`src/include/bp_params.svh`:
```
`ifndef BP_PARAMS_SVH
`define BP_PARAMS_SVH

// ========================================
// Predictor geometry
// ========================================

`define BP_IP_WIDTH   64  // Fetch pointer width
`define BP_INDEX_BITS 8   // Low pointer bits select the entry
`define BP_TAG_BITS   56  // Remaining upper bits form the tag
`define BP_TABLE_SIZE 256 // One entry per index value

`define BP_STAT_WIDTH 16  // Accuracy counters wrap at this width

`endif

```
`src/logic/accuracy_tracker.sv`:
```
`timescale 1ns/100ps
`include "bp_params.svh"

module accuracy_tracker (
	input  logic                      clk,
	input  logic                      rst_n,
	input  logic                      lookup_valid,
	input  logic                      prediction,
	input  logic                      resolve_valid,
	input  logic                      resolve_taken,
	output logic [`BP_STAT_WIDTH-1:0] branch_count,
	output logic [`BP_STAT_WIDTH-1:0] mispredict_count
);

	logic issued_pred; // Direction given out with the last valid lookup

	always_ff @(posedge clk or negedge rst_n) begin
		if (!rst_n) begin
			issued_pred <= 1'b0;
		end else if (lookup_valid) begin
			issued_pred <= prediction;
		end
	end

	// ========================================
	// Statistics
	// ========================================

	// Both counts wrap silently at full scale
	always_ff @(posedge clk or negedge rst_n) begin
		if (!rst_n) begin
			branch_count     <= '0;
			mispredict_count <= '0;
		end else if (resolve_valid) begin
			branch_count <= branch_count + 1'b1;
			if (issued_pred != resolve_taken) begin
				mispredict_count <= mispredict_count + 1'b1;
			end
		end
	end

endmodule

```
`config.mk`:
```
export PLATFORM = sky130hd
export DESIGN_NAME = accuracy_tracker
export DESIGN_NICKNAME = d
export VERILOG_FILES = /design/src/logic/accuracy_tracker.sv
export VERILOG_INCLUDE_DIRS = /design/src /design/src/include
export SDC_FILE = /design/constraint.sdc
export NUM_CORES = 1
export LEC_CHECK = 0
export CAP_MARGIN = 20
export CORE_ASPECT_RATIO = 2
export CORE_MARGIN = 1.5
export CORE_UTILIZATION = 50
export DETAILED_ROUTE_END_ITERATION = 10
export DONT_BUFFER_PORTS = 1
export SYNTH_ARGS = -nofsm -noshare
export SYNTH_HDL_FRONTEND = slang
export SYNTH_SLANG_ARGS = --single-unit
export TNS_END_PERCENT = 20
```
`constraint.sdc`:
```
create_clock -name clk -period 1.7 [get_ports clk]
set_input_delay 0.085 -clock clk [delete_from_list [all_inputs] [get_ports clk]]
set_output_delay 0.085 -clock clk [all_outputs]
set_load 0.01 [all_outputs]
```
Yosys cells after proc, flatten, opt, wreduce, memory -nomap -nowiden
Cells that the tools add are included.

cells by class
  add/sub/neg operators = 2
  $mul = 0
  div/mod/pow operators = 0
  magnitude comparators = 0
  equal/unequal tests = 1
  shift-type cells = 0
  muxes and demuxes = 0
  bitwise gates (word level) = 0
  reduce and logical (&&, ||, !) cells = 1

operators by type and width
  operator               number
  $add 16x1->16 const B  2
  $reduce_and 2->1       1
  $ne 1x1->1             1

storage, ports and cells
  bits in registers = 33
  bits in latches = 0
  RAM bits = 0
  memory bits (read-only) = 0
  input port bits = 6
  output and inout port bits = 32
  word-level logic and storage cells = 7
  memories = 0

Longest topological paths before layout
Gate-level depths: netlist of run 1.

  depth in word-level cells = 2
  mapped depth = 5
  mapped depth without buffers = 4

Worst setup path after synthesis of run 1
OpenSTA, ideal clock, no wires.

  path type = register to register
  start point = register branch_count[2]
  end point = register branch_count[15]
  library setup time = 0.079 ns
  arrival = 1.260 ns
  required time = 1.621 ns
  setup slack = 0.361 ns
  stages on the path, launching flop included = 6
  buffers on the path = 1
  clock period less this slack = 1.339 ns
  cells stage by stage = dfrtp_1 > and4_1 > buf_4 > and4_4 > nor3b_2 > xor2_1

between the ends
  longest elaborated chain between the ends = 1

RTL lines
  item                    RTL line                source
  from (decl)             accuracy_tracker.sv:11  output logic [`BP_STAT_WIDTH-1:0] branch_count,
  from (signal assigned)  accuracy_tracker.sv:35  branch_count <= branch_count + 1'b1;
  $add 16x1->16           accuracy_tracker.sv:35

Every way passes these cells.
A chain may end at the register's enable or synchronous reset.

Final worst setup path of run 1
Ends and elaborated chain as after synthesis.

==> results.json, run 1 <==
{
  "cpLargestDelayFamily": "simple AND/OR/NAND/NOR gates",
  "fin_hold_ws_ps": 59.95,
  "grt_max_degree": 34,
  "num_vias": 946,
  "synthToLayoutAreaGrowth_pct": 13.08,
  "cp-end-kind": "flop",
  "fin_skew_ps": 2.145,
  "hold_buffers": 5,
  "post_cts_buffers": 0,
  "cts_tree": "built",
  "hold_depth": 2,
  "firstDrtPassIters": 4,
  "final_util_pct": 60.52,
  "drc": 0,
  "wirelength_um": 2701,
  "yosysSeqAreaShare_pct": 55.70,
  "fp.dieW_um": 41.51,
  "ir_drop_uv": 691.5,
  "hold_start": "resolve_valid",
  "postLayoutCellArea_um2": 1677,
  "ioPinCount": 38,
  "clockRootBuffer": "clkbuf_8",
  "min_path_type": "primary input to flop",
  "hold_viol": 0,
  "antennaDiodeCount": 0,
  "placed_area_um2": 1536,
  "dieArea_um2": 3321,
  "finalCriticalPeriod_ps": 1462,
  "post-route-period-util_pct": 85.98,
  "core-area_um2": 2770,
  "rsz0062_at_grt": "false",
  "wl_per_cell_um": 16.57,
  "clkTransAtPathRegs_ps": 60,
  "yosysWarnings": 0,
  "fmax_mhz": 684.1,
  "synthCells": 119,
  "avgSynthCellArea_um2": 12.46,
  "grt_pass1_wl_um": 4657,
  "worst_r2r_startpoint": "branch_count[2]$_DFFE_PN0P_",
  "via_per_inst": 5.804,
  "antenna_left": 0,
  "drive_gt1_share_pct": 16.42,
  "path_buf_inv": 0,
  "htreeDepth": 2,
  "multi_input_area_um2": 640.6,
  "arrival_ps": 1660,
  "leakage_nw": 0.7871,
  "std_cell_rows": 27,
  "clock_latency_ps": 280,
  "post-dp-hpwl_um": 1917,
  "ys_types": 21,
  "worst_slew_pin_slew_ps": 290.8,
  "drtIter0Drc": 8,
  "power.density_nw_per_um2": 1243,
  "antenna_found_initial": 0,
  "rr_endpoint": "branch_count[15]$_DFFE_PN0P_",
  "report.final.slew_viol_count": 0,
  "gr-total-overflow": 0,
  "synth_nets": 127,
  "io_buffers": 0,
  "holdPathEnd": "mispredict_count[5]$_DFFE_PN0P_",
  "syn_area_um2": 1483,
  "start_util_pct": 53.52,
  "setup_viol": 0,
  "die_height_um": 80.01,
  "status": "complete, no violations",
  "slowest_stage": "dfrtp_1",
  "critical_path.max_stage_delay_ps": 460,
  "clockBufferDepth": 2,
  "cp_max_fo": 6,
  "nets": 141,
  "rr_worst_depth": 4,
  "clock_sinks": 33,
  "worstSetupPathType": "flop to flop",
  "r2r_setup_slack_ps": 240,
  "nFillCells": 238,
  "synth-seq-cells": 33,
  "grt_pass1_vias": 1026,
  "gp_congestion": 0.8603,
  "seqCellArea_um2": 825.8,
  "startpoint_type": "flop",
  "cp.required_ps": 1900,
  "grt_usage_pct": 18.68,
  "relSlewSlack_pct": 80.55,
  "path_cells": "and4_1, and4_4, nor3b_2, xor2_1",
  "cts_buffers": 5,
  "cap_viol_max_count": 0,
  "ctsResizeCount": 0,
  "finalSetupTns_ps": 0
}
[per-stage QoR]
step | std cells | setup slack (ps) | power [mW]
after floorplan | 119 | 360.9 | 1.411
after global placement | 150 | 296.9 | 1.512
after detailed placement | 150 | 263.7 | 1.527
after CTS | 163 | 248.2 | 2.125
after global routing | 163 | 120.6 | 2.215
final | 163 | 238.3 | 2.085
[power by group]
| group | total [mW] | switching [mW] | internal [mW] |
|---|---|---|---|
| sequential | 1.15 | 0.219 | 0.933 |
| clock | 0.548 | 0.257 | 0.290 |
| combinational | 0.385 | 0.186 | 0.198 |
[placed cells by master (no fill, tap or decap)]
cell type and count:
and2_1 2, and3_1 5, and4_1 4, and4_4 3, buf_12 1, buf_4 4, clkbuf_1 3, clkbuf_8 5
dfrtp_1 33, dlygate4sd3_1 4, ha_1 2, inv_1 1, mux2_2 3, nand2_1 9, nand3_1 7, nand4_1 7
nand4_2 1, nor2_1 5, nor2b_1 1, nor3_2 2, nor3b_2 1, xnor2_1 18, xor2_1 11, xor2_2 2
[layer usage]
layer | vias to the layer above | global-route usage, % | share of wire, %
met3 | 8 | 6.787 | 6.6
met1 | 464 | 19.47 | 36
met5 | - | 0 | 0
li1 | 437 | - | -
met4 | 0 | 11.61 | 3.1
met2 | 37 | 31.09 | 54
[sequential cells by signal (all words and copies together), names as in the netlist]
register,count
mispredict_count,16
issued_pred,1
branch_count,16
[worst reg2reg max path, stage by stage, from the launching register on]
cell and delay (ps):
dfrtp_1 460, and4_1 330, and4_4 260, nor3b_2 180, xor2_1 150
[worst max-delay path by stage]
stage / start / end / slack (ps) / cells after the start
after global routing: branch_count[2]$_DFFE_PN0P_ / branch_count[15]$_DFFE_PN0P_ / 120 / 4
final: branch_count[2]$_DFFE_PN0P_ / branch_count[15]$_DFFE_PN0P_ / 240 / 4
after floorplan: branch_count[2]$_DFFE_PN0P_ / branch_count[15]$_DFFE_PN0P_ / 360 / 5
after detailed placement: branch_count[2]$_DFFE_PN0P_ / branch_count[15]$_DFFE_PN0P_ / 260 / 4
after CTS: branch_count[2]$_DFFE_PN0P_ / branch_count[15]$_DFFE_PN0P_ / 250 / 4
after global placement: branch_count[2]$_DFFE_PN0P_ / branch_count[15]$_DFFE_PN0P_ / 300 / 4
[synthesized netlist by cell type]
master / count / share of area (%)
and2_1: 2 / 0.84
and3_1: 5 / 2.1
and4_1: 4 / 2.4
and4_4: 3 / 2.3
buf_2: 1 / 0.34
buf_4: 1 / 0.51
dfrtp_1: 33 / 56
ha_1: 2 / 1.7
inv_1: 1 / 0.25
mux2_2: 3 / 2.3
nand2_1: 9 / 2.3
nand3_1: 7 / 2.4
nand4_1: 7 / 3.0
nand4_2: 1 / 0.84
nor2_1: 5 / 1.3
nor2b_1: 1 / 0.42
nor3_2: 2 / 1.4
nor3b_2: 1 / 0.84
xnor2_1: 18 / 11
xor2_1: 11 / 6.5
xor2_2: 2 / 2.2
[cells by family (layout without fill, tap and decap cells)]
family | after synthesis | count (layout) | share of synthesized area, %
xor gates and xnor gates | 31 | 31 | 19.32
adders and majority gates | 2 | 2 | 1.687
buffers and inverters | 3 | 18 | 1.097
DFF | 33 | 33 | 55.70
muxes | 3 | 3 | 2.278
and+or+nand+nor | 47 | 47 | 19.91
[final cells by class]
type	instances	share of cell area, %
sequential	33	49.25
multi-input combinational	83	38.21
timing repair buffer	9	5.373
clock buffer	8	4.776
tap	29	2.164
inverter	1	0.2239
Note: power is estimated with default switching activity, not from simulation.
==> run 2, diff against run 1 <==
--- a/config.mk
+++ b/config.mk
@@ -13,4 +13,5 @@
 export DETAILED_ROUTE_END_ITERATION = 10
 export DONT_BUFFER_PORTS = 1
+export GPL_TIMING_DRIVEN = 0
 export SYNTH_ARGS = -nofsm -noshare
 export SYNTH_HDL_FRONTEND = slang
==> constraint.sdc (replaced) <==
create_clock -name clk -period 1.7 [get_ports clk]
set_input_delay 0.17 -clock clk [delete_from_list [all_inputs] [get_ports clk]]
set_output_delay 0.17 -clock clk [all_outputs]
set_load 0.05 [all_outputs]
==> run 2 against run 1 <==
Net effect:
- core utilization is 0.68 points lower
- critical path depth is 1 higher
- non-clock buffer count is 5 lower
- cell count is 3.1% lower
- routed wire length is 3.2% lower
- largest cell class unchanged
==> results.json, run 2 (same netlist as run 1, synthesis figures left out) <==
{
  "status": "complete, no violations",
  "gp_congestion": 0.7835,
  "final_util_pct": 59.85,
  "gr-total-overflow": 0,
  "ioPinCount": 38,
  "io_buffers": 0,
  "rsz0062_at_grt": "false",
  "finalCriticalPeriod_ps": 1573,
  "drtIter0Drc": 10,
  "antennaDiodeCount": 0,
  "antenna_left": 0,
  "clock_latency_ps": 280,
  "cap_viol_max_count": 0,
  "hold_viol": 0,
  "std_cell_rows": 27,
  "arrival_ps": 1730,
  "drive_gt1_share_pct": 31.78,
  "clock_sinks": 33,
  "fp.dieW_um": 41.51,
  "critical_path_depth": 5,
  "post-route-period-util_pct": 92.51,
  "drc": 0,
  "path_cells": "and4_1, buf_4, and4_4, nand4_1, xnor2_1",
  "startpoint": "branch_count[2]$_DFFE_PN0P_",
  "power_mw": 2.550,
  "cts_tree": "built",
  "fin_ws_ps": 127.3,
  "setup_viol": 0,
  "antenna_found_initial": 0,
  "fin_skew_ps": 5.455,
  "fmax_mhz": 635.9,
  "power.density_nw_per_um2": 1538,
  "startpoint_type": "flop",
  "leakage_nw": 0.7431,
  "relSlewSlack_pct": 59.06,
  "firstDrtPassIters": 4,
  "grt_pass1_wl_um": 4402,
  "critical_path.max_stage_delay_ps": 560,
  "grt_usage_pct": 17.64,
  "via_per_inst": 5.867,
  "worst_r2r_startpoint": "branch_count[2]$_DFFE_PN0P_",
  "grt_pass1_vias": 977,
  "synthToLayoutAreaGrowth_pct": 11.81,
  "grt_max_degree": 34,
  "htreeDepth": 2,
  "worst_slew_pin_slew_ps": 614.1,
  "dieArea_um2": 3321,
  "ir_drop_uv": 831.5,
  "wirelength_um": 2615,
  "cpLargestDelayFamily": "simple AND/OR/NAND/NOR gates",
  "cts_buffers": 5,
  "report.final.slew_viol_count": 0,
  "die_height_um": 80.01,
  "num_vias": 927,
  "min_path_type": "primary input to flop",
  "start_util_pct": 53.52,
  "rr_worst_depth": 5,
  "final_cell_mix": "18 x xnor2_1, 18 x dfrtp_2, 15 x dfrtp_1",
  "nets": 136,
  "wl_per_cell_um": 16.55,
  "hold_start": "prediction",
  "worstSetupPathType": "flop to flop",
  "cp.required_ps": 1860,
  "clkTransAtPathRegs_ps": 70,
  "clockRootBuffer": "clkbuf_8",
  "dp_slack_ps": -44.18,
  "cp_max_fo": 6,
  "reg.largest.list": "branch_count x16, mispredict_count x16, issued_pred x1",
  "clockBufferDepth": 2,
  "hold_depth": 1,
  "path_buf_inv": 1,
  "slowest_stage": "dfrtp_2",
  "cp-end-kind": "flop",
  "core-area_um2": 2770,
  "post-dp-hpwl_um": 1824
}
## run 2: cell types whose count changed in the layout (fill, tap and decap cells not counted)
| cell | delta |
|---|---|
| clkbuf_1 | -3 |
| buf_2 | +1 |
| dfrtp_2 | +18 |
| clkinvlp_4 | +1 |
| dfrtp_1 | -18 |
| buf_4 | -3 |
| clkinv_2 | +2 |
| dlygate4sd3_1 | -3 |
## run 2: path summary, 6_finish.rpt
path	slack (ps)	to
worst max-delay path	130	branch_count[13]$_DFFE_PN0P_
worst min-delay path	40	issued_pred$_DFFE_PN0P_
worst max register to register	130	branch_count[13]$_DFFE_PN0P_
worst min register to register	570	issued_pred$_DFFE_PN0P_
max in group asynchronous	1180	mispredict_count[1]$_DFFE_PN0P_
min in group asynchronous	320	branch_count[15]$_DFFE_PN0P_
## run 2: cell type report
class	count	area, µm²
fill	241	1112
sequential	33	848.3
multi-input combinational	83	640.6
clock buffer	5	68.82
tap	29	36.28
timing repair buffer	2	30.03
clock inverter	3	17.52
buffer	2	12.51
inverter	1	3.754
## run 2: repair_timing
item                                    in CTS  in global routing
setup buffers                                0                  0
hold buffers                                 2                  0
gates resized for setup                     12                  6
endpoints found under the hold margin       33                  0
endpoints found under the setup margin       6                  6
## run 2: per-layer routing
layer,part of all wire (%),wire length (µm),GRT usage (%),vias to the layer above
met2,55,1431,30.63,28
li1,-,-,-,424
met1,37,978,17.67,469
met4,2.6,67,10.65,0
met3,5.3,138,5.882,6
met5,0,0,0,-
## run 2: where the power goes
part           leakage [nW]  switching (mW)  total, mW  internal [mW]
sequential            0.408           0.705       1.66          0.955
combinational         0.291           0.150      0.322          0.171
clock                0.0439           0.286      0.568          0.282
total                 0.743            1.14       2.55           1.41
## run 2: stage by stage
stage,hold WS [ps],setup TNS (ps),cells,instance area (µm²)
floorplan,-125.6,0,119,1483
global placement,-125.0,-59.93,148,1519
detailed placement,-124.9,-102.9,148,1519
CTS,26.58,0,158,1650
global route,29.86,0,158,1658
finish,36.70,0,158,1658
