[src/include/bp_params.svh]
`ifndef BP_PARAMS_SVH
`define BP_PARAMS_SVH

// ========================================
// Predictor geometry
// ========================================

`define BP_IP_WIDTH   64  // Fetch pointer width
`define BP_INDEX_BITS 8   // Low pointer bits select the entry
`define BP_TAG_BITS   56  // Remaining upper bits form the tag
`define BP_TABLE_SIZE 256 // One entry per index value

`define BP_STAT_WIDTH 16  // Accuracy counters wrap at this width

`endif

[src/logic/bp_pkg.sv]
`include "bp_params.svh"

package bp_pkg;

	// ========================================
	// Two-bit saturating counter
	// ========================================

	// The upper bit is the predicted direction
	typedef enum logic [1:0] {
		strong_not_taken = 2'd0,
		weak_not_taken   = 2'd1,
		weak_taken       = 2'd2,
		strong_taken     = 2'd3
	} counter_t;

	// ========================================
	// Table entry
	// ========================================

	typedef struct packed {
		logic [`BP_TAG_BITS-1:0] tag; // Upper pointer bits of the owning branch
		counter_t                ctr; // Direction state for that branch
	} entry_t;

endpackage

[src/logic/bp_table_if.sv]
`timescale 1ns/100ps
`include "bp_params.svh"

interface bp_table_if;

	// Training read port, answered combinationally by the table
	logic [`BP_INDEX_BITS-1:0] rd_index;
	bp_pkg::entry_t            rd_entry;

	// Single write port, committed on the rising edge with wr_en high
	logic                      wr_en;
	logic [`BP_INDEX_BITS-1:0] wr_index;
	bp_pkg::entry_t            wr_entry;

	modport trainer (
		output rd_index,
		input  rd_entry,
		output wr_en,
		output wr_index,
		output wr_entry
	);

	modport storage (
		input  rd_index,
		output rd_entry,
		input  wr_en,
		input  wr_index,
		input  wr_entry
	);

endinterface

[src/logic/counter_update.sv]
`timescale 1ns/100ps
`include "bp_params.svh"

module counter_update (
	input  logic                    clk,
	input  logic                    rst_n,
	input  logic                    lookup_valid,
	input  logic [`BP_IP_WIDTH-1:0] lookup_ip,
	input  logic                    resolve_valid,
	input  logic                    resolve_taken,
	bp_table_if.trainer             tbl
);

	logic [`BP_IP_WIDTH-1:0]   last_ip;
	logic [`BP_INDEX_BITS-1:0] last_index;
	logic [`BP_TAG_BITS-1:0]   last_tag;
	logic                      tag_hit;
	bp_pkg::counter_t          cur_ctr;
	bp_pkg::counter_t          next_ctr;

	// ========================================
	// Pointer of the lookup being resolved
	// ========================================

	always_ff @(posedge clk or negedge rst_n) begin
		if (!rst_n) begin
			last_ip <= '0;
		end else if (lookup_valid) begin
			last_ip <= lookup_ip; // Resolve arrives one cycle later
		end
	end

	assign last_index = last_ip[`BP_INDEX_BITS-1:0];
	assign last_tag   = last_ip[`BP_IP_WIDTH-1:`BP_INDEX_BITS];

	assign tbl.rd_index = last_index;

	// ========================================
	// Counter step or allocation
	// ========================================

	assign cur_ctr = tbl.rd_entry.ctr;
	assign tag_hit = (tbl.rd_entry.tag == last_tag);

	always_comb begin
		next_ctr = cur_ctr;
		if (!tag_hit) begin
			// New owner starts weak in the resolved direction
			next_ctr = resolve_taken ? bp_pkg::weak_taken : bp_pkg::weak_not_taken;
		end else if (resolve_taken && cur_ctr != bp_pkg::strong_taken) begin
			next_ctr = bp_pkg::counter_t'(cur_ctr + 2'd1);
		end else if (!resolve_taken && cur_ctr != bp_pkg::strong_not_taken) begin
			next_ctr = bp_pkg::counter_t'(cur_ctr - 2'd1);
		end
	end

	assign tbl.wr_en    = resolve_valid; // Write lands on the edge ending the resolve cycle
	assign tbl.wr_index = last_index;
	assign tbl.wr_entry = '{tag: last_tag, ctr: next_ctr}; // Tag is unchanged on a hit

endmodule

[src/flat_wrapper.sv]
// flat-port wrapper written by rule: the top's interface ports become plain ports
module counter_update_flat 
  (clk, rst_n, lookup_valid, lookup_ip, resolve_valid, resolve_taken, tbl_rd_index, tbl_rd_entry, tbl_wr_en, tbl_wr_index, tbl_wr_entry);
  bp_table_if tbl_i ();
  input  logic clk;
  input  logic rst_n;
  input  logic lookup_valid;
  input  logic [`BP_IP_WIDTH-1:0] lookup_ip;
  input  logic resolve_valid;
  input  logic resolve_taken;
  output wire logic [$bits(tbl_i.rd_index)-1:0] tbl_rd_index;
  input wire logic [$bits(tbl_i.rd_entry)-1:0] tbl_rd_entry;
  output wire logic [$bits(tbl_i.wr_en)-1:0] tbl_wr_en;
  output wire logic [$bits(tbl_i.wr_index)-1:0] tbl_wr_index;
  output wire logic [$bits(tbl_i.wr_entry)-1:0] tbl_wr_entry;
  assign tbl_rd_index = tbl_i.rd_index;
  assign tbl_i.rd_entry = tbl_rd_entry;
  assign tbl_wr_en = tbl_i.wr_en;
  assign tbl_wr_index = tbl_i.wr_index;
  assign tbl_wr_entry = tbl_i.wr_entry;
  counter_update u_core (.clk(clk), .rst_n(rst_n), .lookup_valid(lookup_valid), .lookup_ip(lookup_ip), .resolve_valid(resolve_valid), .resolve_taken(resolve_taken), .tbl(tbl_i));
endmodule
[config.mk]
export PLATFORM = sky130hd
export DESIGN_NAME = counter_update_flat
export DESIGN_NICKNAME = d
export VERILOG_FILES = /design/src/logic/bp_pkg.sv /design/src/logic/bp_table_if.sv /design/src/logic/counter_update.sv /design/src/flat_wrapper.sv
export VERILOG_INCLUDE_DIRS = /design/src /design/src/include
export SDC_FILE = /design/constraint.sdc
export NUM_CORES = 1
export LEC_CHECK = 0
export BUFFER_PORTS_ARGS = -buffer_cell sky130_fd_sc_hd__buf_2
export CAP_MARGIN = 20
export CORE_ASPECT_RATIO = 0.6
export CORE_MARGIN = 1
export CORE_UTILIZATION = 40
export DETAILED_ROUTE_END_ITERATION = 12
export PLACE_DENSITY = 0.75
export SYNTH_ARGS = -nofsm -noshare
export SYNTH_HDL_FRONTEND = slang
export SYNTH_SLANG_ARGS = --single-unit
export TNS_END_PERCENT = 100
[constraint.sdc]
create_clock -name clk -period 4.92 [get_ports clk]
set_clock_uncertainty 0.1 [all_clocks]
set_input_delay 0.492 -clock clk [delete_from_list [all_inputs] [get_ports clk]]
set_output_delay 0.492 -clock clk [all_outputs]
set_load 0.05 [all_outputs]
### After elaboration in Yosys (flattened, before gate mapping)

Index checks and enable logic that the tools add are counted.

| operators by class | value |
|---|---|
| reduce and logical (&&, ||, !) cells | 4 |
| add/subtract/negate cells | 2 |
| muxes and demuxes | 4 |
| equal/unequal tests | 2 |

Operator list:

| kind | number |
|---|---|
| 56-bit == test | 1 |
| 2-bit two-way mux | 4 |
| 2-bit by 1-bit adder with 2-bit output (second input constant) | 1 |
| 1-bit logical AND | 2 |
| 2-bit != test (second input constant) | 1 |
| 2-bit nonzero test | 1 |
| 2-bit by 1-bit subtractor with 2-bit output (second input constant) | 1 |
| 1-bit zero test | 1 |

| storage, ports and cells | value |
|---|---|
| bits of input ports | 127 |
| register bits | 64 |
| output and inout bits | 75 |
| word-level logic and storage cells | 13 |

### Depth between registers and ports, before layout

Gate-level depths: netlist of run 1.

| logic depth | value |
|---|---|
| depth in word-level cells | 5 |
| mapped depth | 7 |
| gate-level depth less buffers | 7 |

### Worst setup path before layout of run 1

No wires, ideal clock.

| timing | value |
|---|---|
| path kind | register -> output |
| start point | register u_core.last_ip[15] |
| end point | output tbl_wr_entry[0] |
| stages on the path, launching flop included | 6 |
| slack | 1.778 ns |
| arrival time | 2.550 ns |
| data required time | 4.328 ns |
| path buffers | 0 |
| path through | dfrtp_1 -> xor2_1 -> nor4_1 -> nand4_1 -> or4_4 -> o22ai_1 |

| on the way | value |
|---|---|
| word-level cells in the longest chain between the ends | 2 |

Ends and longest elaborated chain:

| item | RTL line | text |
|---|---|---|
| from (decl) | counter_update.sv:14 | `` logic [`BP_IP_WIDTH-1:0] last_ip; `` |
| from (signal assigned) | counter_update.sv:29 | `last_ip <= lookup_ip;` |
| 56-bit == test | counter_update.sv:43 | `assign tag_hit = (tbl.rd_entry.tag == last_tag);` |
| 2-bit two-way mux | counter_update.sv:47 | `if (!tag_hit) begin` |
| to (decl) | flat_wrapper.sv:15 | `output wire logic [$bits(tbl_i.wr_entry)-1:0] tbl_wr_entry;` |

No other way between the ends.

### Final worst setup path of run 1

| timing | value |
|---|---|
| start point | register u_core.last_ip[40] |
| end point | output tbl_wr_entry[1] |

Same word-level chain as after synthesis.

==> metrics list, run 1 <==
- The post-route netlist has 64.3% of its cells at a drive strength greater than 1.
* Synth area leader: dfrtp_1
- Combinational cell fraction of total power: 28.7%
- Of the total synthesized cell area, the portion taken by AND, OR, NAND and NOR gates is 4.57%.
- Number of antenna violations at the first check in global routing: 0
- In the finished design, the share of the clock period the worst path needs comes to 68.0%.
- Top post-synthesis cells by area: dfrtp_1 (51%), mux2_2 (23%), xor2_1 (16%), nor4_1 (3.0%), buf_4 (2.1%)
- 0 antenna diodes ended up in the layout.
- Counting cells, the worst reg-to-reg path comes to 1.
- After synthesis, the largest family of logic cells by area is multiplexers.
- For this configuration, the core starts out at a cell density of 42.2%.
* Aggregate routed wire length: 7.65 mm
- In this run the power spent charging and discharging nets is 0.000570 W.
- RSZ-0062 raised after global routing: false
- The first global-routing pass estimated 12.0 mm of wire.
* Total gr overflow: 0
- Power density of the placed cells: 374 mW/mm2
* Compound-Gate Fraction of Synth Area: 0.517%
- Final setup vio count: 0
* Mapped Avg Cell Area: 13.3 um2
* Router iterations before antenna repair: 4
- Area delta synth->final: 41.6%
- Part of the power in registers: 37.7%
- Clock-pin slew was measured on the worst setup and hold paths at 0.05 ns.
- In this run, distinct cell masters in the synthesized netlist total 17.
* Largest incremental delay on the critical path: 0.60 ns
- Synthesized net count: 365
- Of the total power, the clock network draws 33.6%.
- Largest register FFs: 64
- Largest reg by FF count: u_core.last_ip
- Entering global routing, the biggest net connects 65 pins.
- The run finished with clean final reports.
* Area of the core: 0.00745 mm2
* Clock tree buffer depth: 2
- The via count of the first global-routing pass came to 2,623.
* Utilization after layout: 59.8%
- Number of maximum-capacitance violations: 0
- Total of fill cells in the finished design: 636
- Share of the synthesized area in the top cell type: 50.9%
- In the synthesized netlist the dominant register cell turns out to be dfrtp_1.
* Postcts setup bufs: 0
- The H-tree was split into 3 levels.
* CP startpoint kind: flip-flop
* Post-synth top cells: dfrtp_1 (64), mux2_2 (64), xor2_1 (57)
- The synthesized design contains 0 enable-type register cells.
- Counting every instance in the synthesized netlist gives 236.
- Across all layers, the routed design uses 2,474 vias.
- Internal Dissipation: 0.00110 W
* Die Span Y: 70.7 um
- Based on the critical path, the design can be clocked at up to 299 MHz.
- After Yosys synthesis, XOR and XNOR cells account for 16.1% of the synthesized area.
- Buffers inserted during clock tree synthesis total 9.
- In this run switching power makes up 34.2% of total power.
- Proportion of synthesized flip-flops having asynchronous set or reset: 100%
- Number of placed I/O pins: 202
- Share of synthesized area spent on multiplexers: 23.7%
- Standby leakage power: 2.24 nW
- Skew-Pair Late Insertion Delay: 0.32 ns
- DR WL/cell: 14.2 um
* Number of hold violations in the final report: 0
* Number of hold buffers added after CTS: 0
- CTS tree: yes
- Net total in the final layout: 561
- STA classifies the critical path endpoint as a primary output.
* Die Span X: 116 um
- Remaining routing DRC violations: 0
* Max_slew headroom: 44.9%
* Arrival time worst endpoint: 2.75 ns
- The count of nets left with antenna violations once routing finished came out at 0.
- Final weighted congestion in routability-driven placement: 0.786
* Final HPWL from detailed placement: 5.90 mm
* Number of synthesized register bits: 64
* Clock period minus final worst setup slack: 3.34 ns
- The setup path with the least slack is of type flip-flop to primary output.
- Series of cell instances along the critical path: xor2_1, nor4_1, nand4_1, or4_4, mux2_4, buf_2
- Max-slew violations: 0
- The largest registers in the layout are u_core.last_ip x64.
- GR Util All Layers: 19.6%
* Count of clock tree sinks: 64
- After synthesis the cells add up to 0.00315 mm2.
* Setup TNS after final layout: 0 ns
* Floorplan die area: 0.00823 mm2
- At the pin with the least slew margin, the transition time is 0.826 ns.
- Synth Area in Adders: 0.796%
- Slowest cell on the critical path: or4_4
* Placement row count: 24
* Sequential cell area fraction in the yosys report: 50.9%
- Worst hold path class: primary input to async pin
- Worst-path maximum fanout: 3
- Input and output buffers added on the ports amount to 199.
* Number of gates resized after CTS: 0
* Via density: 4.60
- The cell sitting at the root of the clock tree is a clkbuf_16.
- Across the VDD grid, the largest voltage drop is 0.219 mV.
* Data required time at the worst endpoint: 4.33 ns
- Synth warnings: 0
* DRC violation total after the first TritonRoute iteration: 51
-- layout by cell type, fill, tap and decap left out --
| master | n |
|---|---|
| buf_2 | 199 |
| buf_4 | 2 |
| clkbuf_1 | 1 |
| clkbuf_16 | 9 |
| clkbuf_8 | 2 |
| clkinv_2 | 1 |
| dfrtp_1 | 64 |
| ha_1 | 2 |
| inv_1 | 3 |
| mux2_2 | 64 |
| mux2_4 | 1 |
| mux2i_1 | 1 |
| nand2_1 | 4 |
| nand3_1 | 1 |
| nand4_1 | 3 |
| nor4_1 | 15 |
| o21ai_0 | 2 |
| o22ai_1 | 1 |
| or4_4 | 1 |
| xnor2_1 | 1 |
| xor2_1 | 57 |
-- routing by layer --
layer	wire length (um)	share of wire [%]	GRT usage, %	up-vias
met5	0	0	0	-
met4	71	0.93	6.84	0
met3	716	9.4	9.25	9
met2	3810	50	33.9	108
met1	3060	40	20.9	1157
li1	-	-	-	1200
-- stage by stage --
| stage | setup slack, ns | power (W) | cells | instance area, um2 | hold WS (ns) |
|---|---|---|---|---|---|
| after floorplan | 1.78 | 0.000975 | 236 | 3150 | 0.0964 |
| after global placement | 1.68 | 0.00111 | 525 | 4190 | 0.401 |
| after detailed placement | 1.68 | 0.00112 | 525 | 4190 | 0.408 |
| after CTS | 1.51 | 0.00169 | 538 | 4450 | 0.279 |
| after global routing | 1.40 | 0.00174 | 538 | 4450 | 0.285 |
| final | 1.58 | 0.00167 | 538 | 4450 | 0.239 |
-- layout make-up --
cell class                 instances  area [um2]  share of cell area [%]
clock buffer                      12         256                    5.76
clock inverter                     1        5.00                   0.112
inverter                           3        11.3                   0.253
multi-input combinational        153        1440                    32.3
sequential                        64        1600                    36.0
tap                              104         130                    2.92
timing repair buffer             201        1010                    22.7
-- logic make-up after synthesis --
logic type	Yosys count
buffers and inverters	19
DFF	64
xor gates and xnor gates	58
adders and majority gates	2
muxes	66
AOI/OAI and AO/OA	3
and+or+nand+nor	24
-- critical path, delay by kind of cell (launching register included) --
family / cells / cell delay (ns)
xor gates and xnor gates: 1 / 0.17
buffers and inverters: 1 / 0.21
DFF: 1 / 0.40
muxes: 1 / 0.31
and+or+nand+nor: 3 / 1.35
-- power by group through the flow --
stage / clock network [W] / registers [W] / logic [W]
2_1_floorplan: 0 / 0.000820 / 0.000155
3_3_place_gp: 0 / 0.000634 / 0.000474
3_5_place_dp: 0 / 0.000637 / 0.000482
4_1_cts: 0.000578 / 0.000629 / 0.000483
5_1_grt: 0.000600 / 0.000636 / 0.000508
6_report: 0.000559 / 0.000628 / 0.000478
-- path summary, 6_finish.rpt --
kind,startpoint,end,slack (ns)
setup / recovery,u_core.last_ip[40],tbl_wr_entry[1],1.58
hold / removal,rst_n,u_core.last_ip[49],0.24
setup reg to reg,u_core.last_ip[17],u_core.last_ip[17],4.01
hold reg to reg,u_core.last_ip[2],u_core.last_ip[2],0.42
max in group asynchronous,rst_n,u_core.last_ip[0],3.93
min in group clk,lookup_ip[56],u_core.last_ip[56],0.30
(Power assumes the default switching activity.)
==> run 2: changes to the inputs <==
Clock period 4.92 ns to 3.2 ns, I/O delays scaled along.
==> metrics list, run 2 (same netlist as run 1, synthesis figures left out) <==
* Number of vias after detailed routing: 2,551
- The largest registers in the layout are u_core.last_ip x64.
* Top library cells by usage in the layout, fill and taps aside: buf_2 (199), mux2_2 (64), dfrtp_1 (64), xor2_1 (57), nor4_1 (12)
- The flow ran to the end, and the final reports show no timing, DRC or antenna violations.
- The clock drives 64 sinks.
* Remaining routing DRC violations: 0
- The first global-routing pass estimated 12.1 mm of wire.
- Vias in the first global route: 2,620
- Max-cap violations in this run came to 0.
- Maximum clock rate: 326 MHz
* Standby leakage power: 2.27 nW
* Detail Route met2 WL: 3.88 mm
* Via density: 4.70
* DR WL/cell: 14.3 um
- Setup repair after global routing left no endpoint under its margin.
- The worst-case IR drop observed on VDD is 0.414 mV.
- Largest incremental delay on the critical path: 0.58 ns
* Arrival time worst endpoint: 2.65 ns
- Post-route clock period utilization: 96.0%
- At the worst endpoint, the required time is 2.78 ns.
- Placement row count: 24
- Clock slew at reported path FFs: 0.05 ns
- Aggregate routed wire length: 7.79 mm
* Die Span Y: 70.7 um
- The worst setup path is launched from a flip-flop.
- Net total in the final layout: 563
* Cell area reported after detailed placement: 0.00422 mm2
- The H-tree was split into 3 levels.
- Floorplan die area: 0.00823 mm2
- Entering global routing, the biggest net connects 65 pins.
- Setup violations remaining at the end of the flow were counted as 0.
- Total gr overflow: 0
- Router iterations before antenna repair: 6
- Number of hold violations in the final report: 0
- Layout cell share with drive strength beyond 1: 64.9%
- Met3 Routed Length: 723 um
* Sequential Area: 0.00160 mm2
- More flip-flops sit in one register than any other, and that register is u_core.last_ip.
* Clock tree buffer depth: 2
- Worst-path maximum fanout: 3
* Area of the core: 0.00745 mm2
- GR Util All Layers: 19.6%
- Slowest cell on the critical path: or4_4
* Kind of end point of the critical path: primary output
- Summed over all failing endpoints, the final setup total negative slack is 0 ns.
- Inserted Clock Buffers: 9
- In this run the tightest slew margin relative to its limit is 46.5%.
- Diodes inserted: 0
- Once detailed placement completed, the half-perimeter wirelength came to 6.07 mm.
* Die Span X: 116 um
- In the final routing, the length of wire on met1 measures 3.06 mm.
- Number of antenna violations at the first check in global routing: 0
- PortBufs: 199
- Number of hold buffers added after CTS: 0
* Number of placed I/O pins: 202
- Power spread over the standard cell area amounts to 582 mW/mm2.
- Largest register FFs: 64
* Total of fill cells in the finished design: 645
- The later pin in the worst-skew pair is clocked with a latency of 0.32 ns.
- Highest metal layer used by the detailed router: met4
- Postcts setup bufs: 0
- At the pin with the least slew margin, the transition time is 0.802 ns.
- Walking the worst path, the cells encountered are xor2_1, nor4_2, buf_4, nand4_1, or4_4, mux2_4, buf_2.
- Initial core utilization: 42.2%
- Most common cell after layout, fill and taps aside: buf_2
- Footprint of the multi-input gates: 0.00147 mm2
- Final weighted congestion in routability-driven placement: 0.803
- Max-slew violations: 0
* Worst hold path class: primary input to async pin
* DRC violation total after the first TritonRoute iteration: 61
- Startpoint-to-endpoint class of the critical path: flip-flop to primary output
* Number of nets with antenna violations after routing: 0
- Counting I/O delays and the setup requirement, the final critical path takes 3.07 ns.
* Post-route standard cell area excluding fillers: 0.00453 mm2
- Area delta synth->final: 44.0%
* CTS tree: yes
- The tree is rooted in a clkbuf_16.
-- run 2: cell types whose count changed in the layout (fill, tap and decap cells not counted) --
cell       change
nor4_2         +2
nor4_1         -3
nor4_4         +1
buf_12         +1
bufinv_16      +1
clkbuf_8       -2
clkbuf_1       +2
buf_4          +1
clkinv_2       +2
-- run 2: area by class of cell --
class	instances	area share (%)
flip-flops and latches	64	35.4
multi-input cells	153	32.4
repair buffers	203	22.9
clock buffers	12	5.22
well taps	104	2.87
clock inverters	4	0.994
inverters	3	0.249
-- run 2: repair_timing --
item | in CTS | in global routing
setup endpoints to repair | 1 | 2
resized for setup | 1 | 3
pin swaps | 0 | 1
endpoints found under the hold margin | 0 | 0
-- run 2: metrics by stage --
step	setup slack [ns]	power [W]	utilization, %	hold WS [ns]	cells
final	0.129	0.00264	60.8	0.0732	543
after floorplan	0.230	0.00150	-	-0.0756	236
after global placement	0.343	0.00171	56.7	0.403	527
after CTS	0.00716	0.00267	60.5	0.110	543
after detailed placement	0.267	0.00173	56.7	0.410	527
after global routing	0.0113	0.00276	60.8	0.111	543
-- run 2: worst max-delay path, delay by kind of cell (launching register included) --
kind / cells / cell delay [ns]
buffers and inverters: 2 / 0.38
multiplexers: 1 / 0.31
flip-flops: 1 / 0.40
AND/OR/NAND/NOR: 3 / 1.07
XOR/XNOR: 1 / 0.18
-- run 2: final timing paths --
path                       cells past startpoint          startpoint  slack [ns]                  to
max in group asynchronous                      2               rst_n        2.40  u_core.last_ip[55]
min in group clk                               2       lookup_ip[43]        0.12  u_core.last_ip[43]
max                                            7  u_core.last_ip[25]        0.13     tbl_wr_entry[1]
min                                            2               rst_n        0.07  u_core.last_ip[44]
min reg2reg                                    1   u_core.last_ip[4]        0.42   u_core.last_ip[4]
max reg2reg                                    1  u_core.last_ip[55]        2.29  u_core.last_ip[55]
-- run 2: power breakdown --
part	internal (W)	switching, W	total, W
clock network	0.000598	0.000325	0.000923
registers	0.000893	0.0000716	0.000964
logic	0.000248	0.000503	0.000750
-- run 2: metal layers --
| metal | vias to the layer above | global-route usage, % |
|---|---|---|
| li1 | 1210 | - |
| met4 | 0 | 7.98 |
| met3 | 19 | 8.57 |
| met1 | 1206 | 21.7 |
| met5 | - | 0 |
| met2 | 116 | 33.2 |
==> run 3: changes to the inputs <==
Settings changed: GPL_TIMING_DRIVEN from default to 0.
Clock period 3.2 ns to 3.6 ns, I/O delays scaled along.
==> metrics list, run 3 (same netlist as run 1, synthesis figures left out) <==
* Maximum clock rate: 308 MHz
- Net switching power: 0.000806 W
* DR WL/cell: 15.0 um
* Final weighted congestion in routability-driven placement: 0.792
- After clock tree synthesis, the clock-pin slew on the worst setup and hold paths is 0.05 ns.
- CTS saw 64 sinks.
* Largest registers: u_core.last_ip x64
* First-pass GRT wire length: 13.2 mm
- The analysis attributes to cell leakage a power of 2.29 nW.
- Area of the core: 0.00745 mm2
- Final setup slack of the worst path: 0.351 ns
- Number of nets with antenna violations after routing: 0
* Final setup vio count: 0
- Transition time at the pin with the least slew margin: 0.803 ns
* Kind of end point of the critical path: primary output
- Clock period minus final worst setup slack: 3.25 ns
- The worst register-to-register path has a setup slack of 2.70 ns.
- The longest clock path from root to sink contains 2 buffers.
* Number of hold buffers added after CTS: 0
* Number of antenna violations at the first check in global routing: 0
* Number of non-filler instances in the completed layout: 554
- Worst-path maximum fanout: 3
* Max_slew headroom: 46.5%
- Number of gates resized after CTS: 0
- Entering global routing, the biggest net connects 65 pins.
- PortBufs: 199
- Data required time at the worst endpoint: 3.14 ns
* Number of vias after detailed routing: 2,555
* Max-slew violations: 0
- The net count of the finished layout is 575.
* GR Util All Layers: 22.0%
- Largest reg by FF count: u_core.last_ip
* Part of the power in registers: 36.2%
- Most common cell after layout, fill and taps aside: buf_2
- Internal Dissipation: 0.00157 W
- Of the total power, the share spent switching nets is 34.0%.
- Post-route clock period utilization: 90.3%
- Postcts setup bufs: 0
- Final HPWL from detailed placement: 6.59 mm
- In this run, the combinational gates consume 28.4% of the power.
- Worst setup timing slack at the placement stage: 0.596 ns
- Initial core utilization: 42.2%
* Floorplan die area: 0.00823 mm2
- For the final routed database, the setup TNS stands at 0 ns.
* Skew-Pair Late Insertion Delay: 0.32 ns
- Buffers inserted during clock tree synthesis total 9.
- The register with the most flip-flops in the layout has 64 of them.
* Aggregate routed wire length: 8.32 mm
* Number of maximum-capacitance violations: 0
- CP startpoint kind: flip-flop
- DRC violation total after the first TritonRoute iteration: 80
- Startpoint-to-endpoint class of the critical path: flip-flop to primary output
- CTS Root Buffer Type: clkbuf_16
- Via density: 4.61
- In this run the count of I/O pins placed on the die edge is 202.
- Maximum VDD drop: 0.304 mV
- Remaining routing DRC violations: 0
- Area delta synth->final: 45.0%
- Placement row count: 24
* Reg2Reg Depth: 1
* Worst hold path class: primary input to async pin
- Total gr overflow: 0
- The startpoint identified for the worst register-to-register timing path is u_core.last_ip[60].
- Including well taps, the total number of placed cells is 539.
- Share of power burned in the clock network: 35.4%
* RSZ-0062 raised after global routing: false
* Layout cell share with drive strength beyond 1: 64.0%
- The run finished with clean final reports.
* Diodes inserted: 0
- Power spread over the standard cell area amounts to 520 mW/mm2.
* Number of hold violations in the final report: 0
- Die Span Y: 70.7 um
* Arrival time worst endpoint: 2.79 ns
- CTS tree: yes
* Vias in the first global route: 2,764
- Htree depth: 3
- The first detailed-routing pass ran for 2 iterations.
* Die Span X: 116 um
- In the layout the commonest cells are buf_2 (198), mux2_2 (64), dfrtp_1 (64), xor2_1 (57), nor4_1 (15).
- In this run the critical register-to-register path is captured at u_core.last_ip[60].
run 3: changes by cell type in the layout (fill, tap and decap cells not counted):
| cell | before | now |
|---|---|---|
| buf_2 | 199 | 198 |
| nor4_2 | 2 | 0 |
| clkbuf_8 | 0 | 1 |
| nor4_1 | 12 | 15 |
| buf_4 | 3 | 10 |
| buf_12 | 1 | 0 |
| nor4_4 | 1 | 0 |
| clkbuf_1 | 3 | 8 |
run 3: layout make-up:
type / count / area (um2)
multi-input combinational: 153 / 1440
clock inverter: 4 / 45.0
clock buffer: 11 / 243
timing repair buffer: 199 / 998
fill: 653 / 2890
inverter: 3 / 11.3
sequential: 64 / 1600
tap: 104 / 130
buffer: 16 / 93.8
run 3: how the worst max path moves through the flow:
stage | depth (start not counted) | end | slack, ns | from
after floorplan | 5 | tbl_wr_entry[0] | 0.59 | u_core.last_ip[15]
after global routing | 6 | tbl_wr_entry[1] | 0.20 | u_core.last_ip[40]
after detailed placement | 7 | tbl_wr_entry[1] | 0.60 | tbl_rd_entry[34]
after CTS | 6 | tbl_wr_entry[1] | 0.28 | u_core.last_ip[40]
after global placement | 7 | tbl_wr_entry[1] | 0.61 | tbl_rd_entry[34]
final | 6 | tbl_wr_entry[1] | 0.35 | u_core.last_ip[40]
run 3: critical path, cell delays in order, from the launching register on:
cell     delay, ns
dfrtp_1       0.40
xor2_1        0.17
nor4_1        0.50
nand4_1       0.28
or4_4         0.60
mux2_4        0.31
buf_2         0.21
run 3: power groups by stage:
stage	Combinational (W)	Sequential (W)	Clock [W]
floorplan	0.000212	0.00112	0
global placement	0.000668	0.000867	0
detailed placement	0.000680	0.000872	0
CTS	0.000682	0.000861	0.000862
global route	0.000717	0.000871	0.000897
finish	0.000674	0.000859	0.000840
run 3: through the flow:
| stage | hold slack [ns] | utilization, % | area (um2) | power, W |
|---|---|---|---|---|
| finish | 0.0243 | 61.3 | 4560 | 0.00237 |
| detailed placement | 0.414 | 57.4 | 4270 | 0.00155 |
| global route | 0.0832 | 61.3 | 4560 | 0.00248 |
| floorplan | -0.0356 | - | 3150 | 0.00133 |
| global placement | 0.410 | 57.4 | 4270 | 0.00153 |
| CTS | 0.0631 | 61.3 | 4560 | 0.00240 |
run 3: per-layer routing:
metal | global-route usage, % | routed length (um)
met1 | 25.8 | 3480
met5 | 0 | 0
met3 | 7.37 | 657
met4 | 8.69 | 133
met2 | 37.1 | 4050
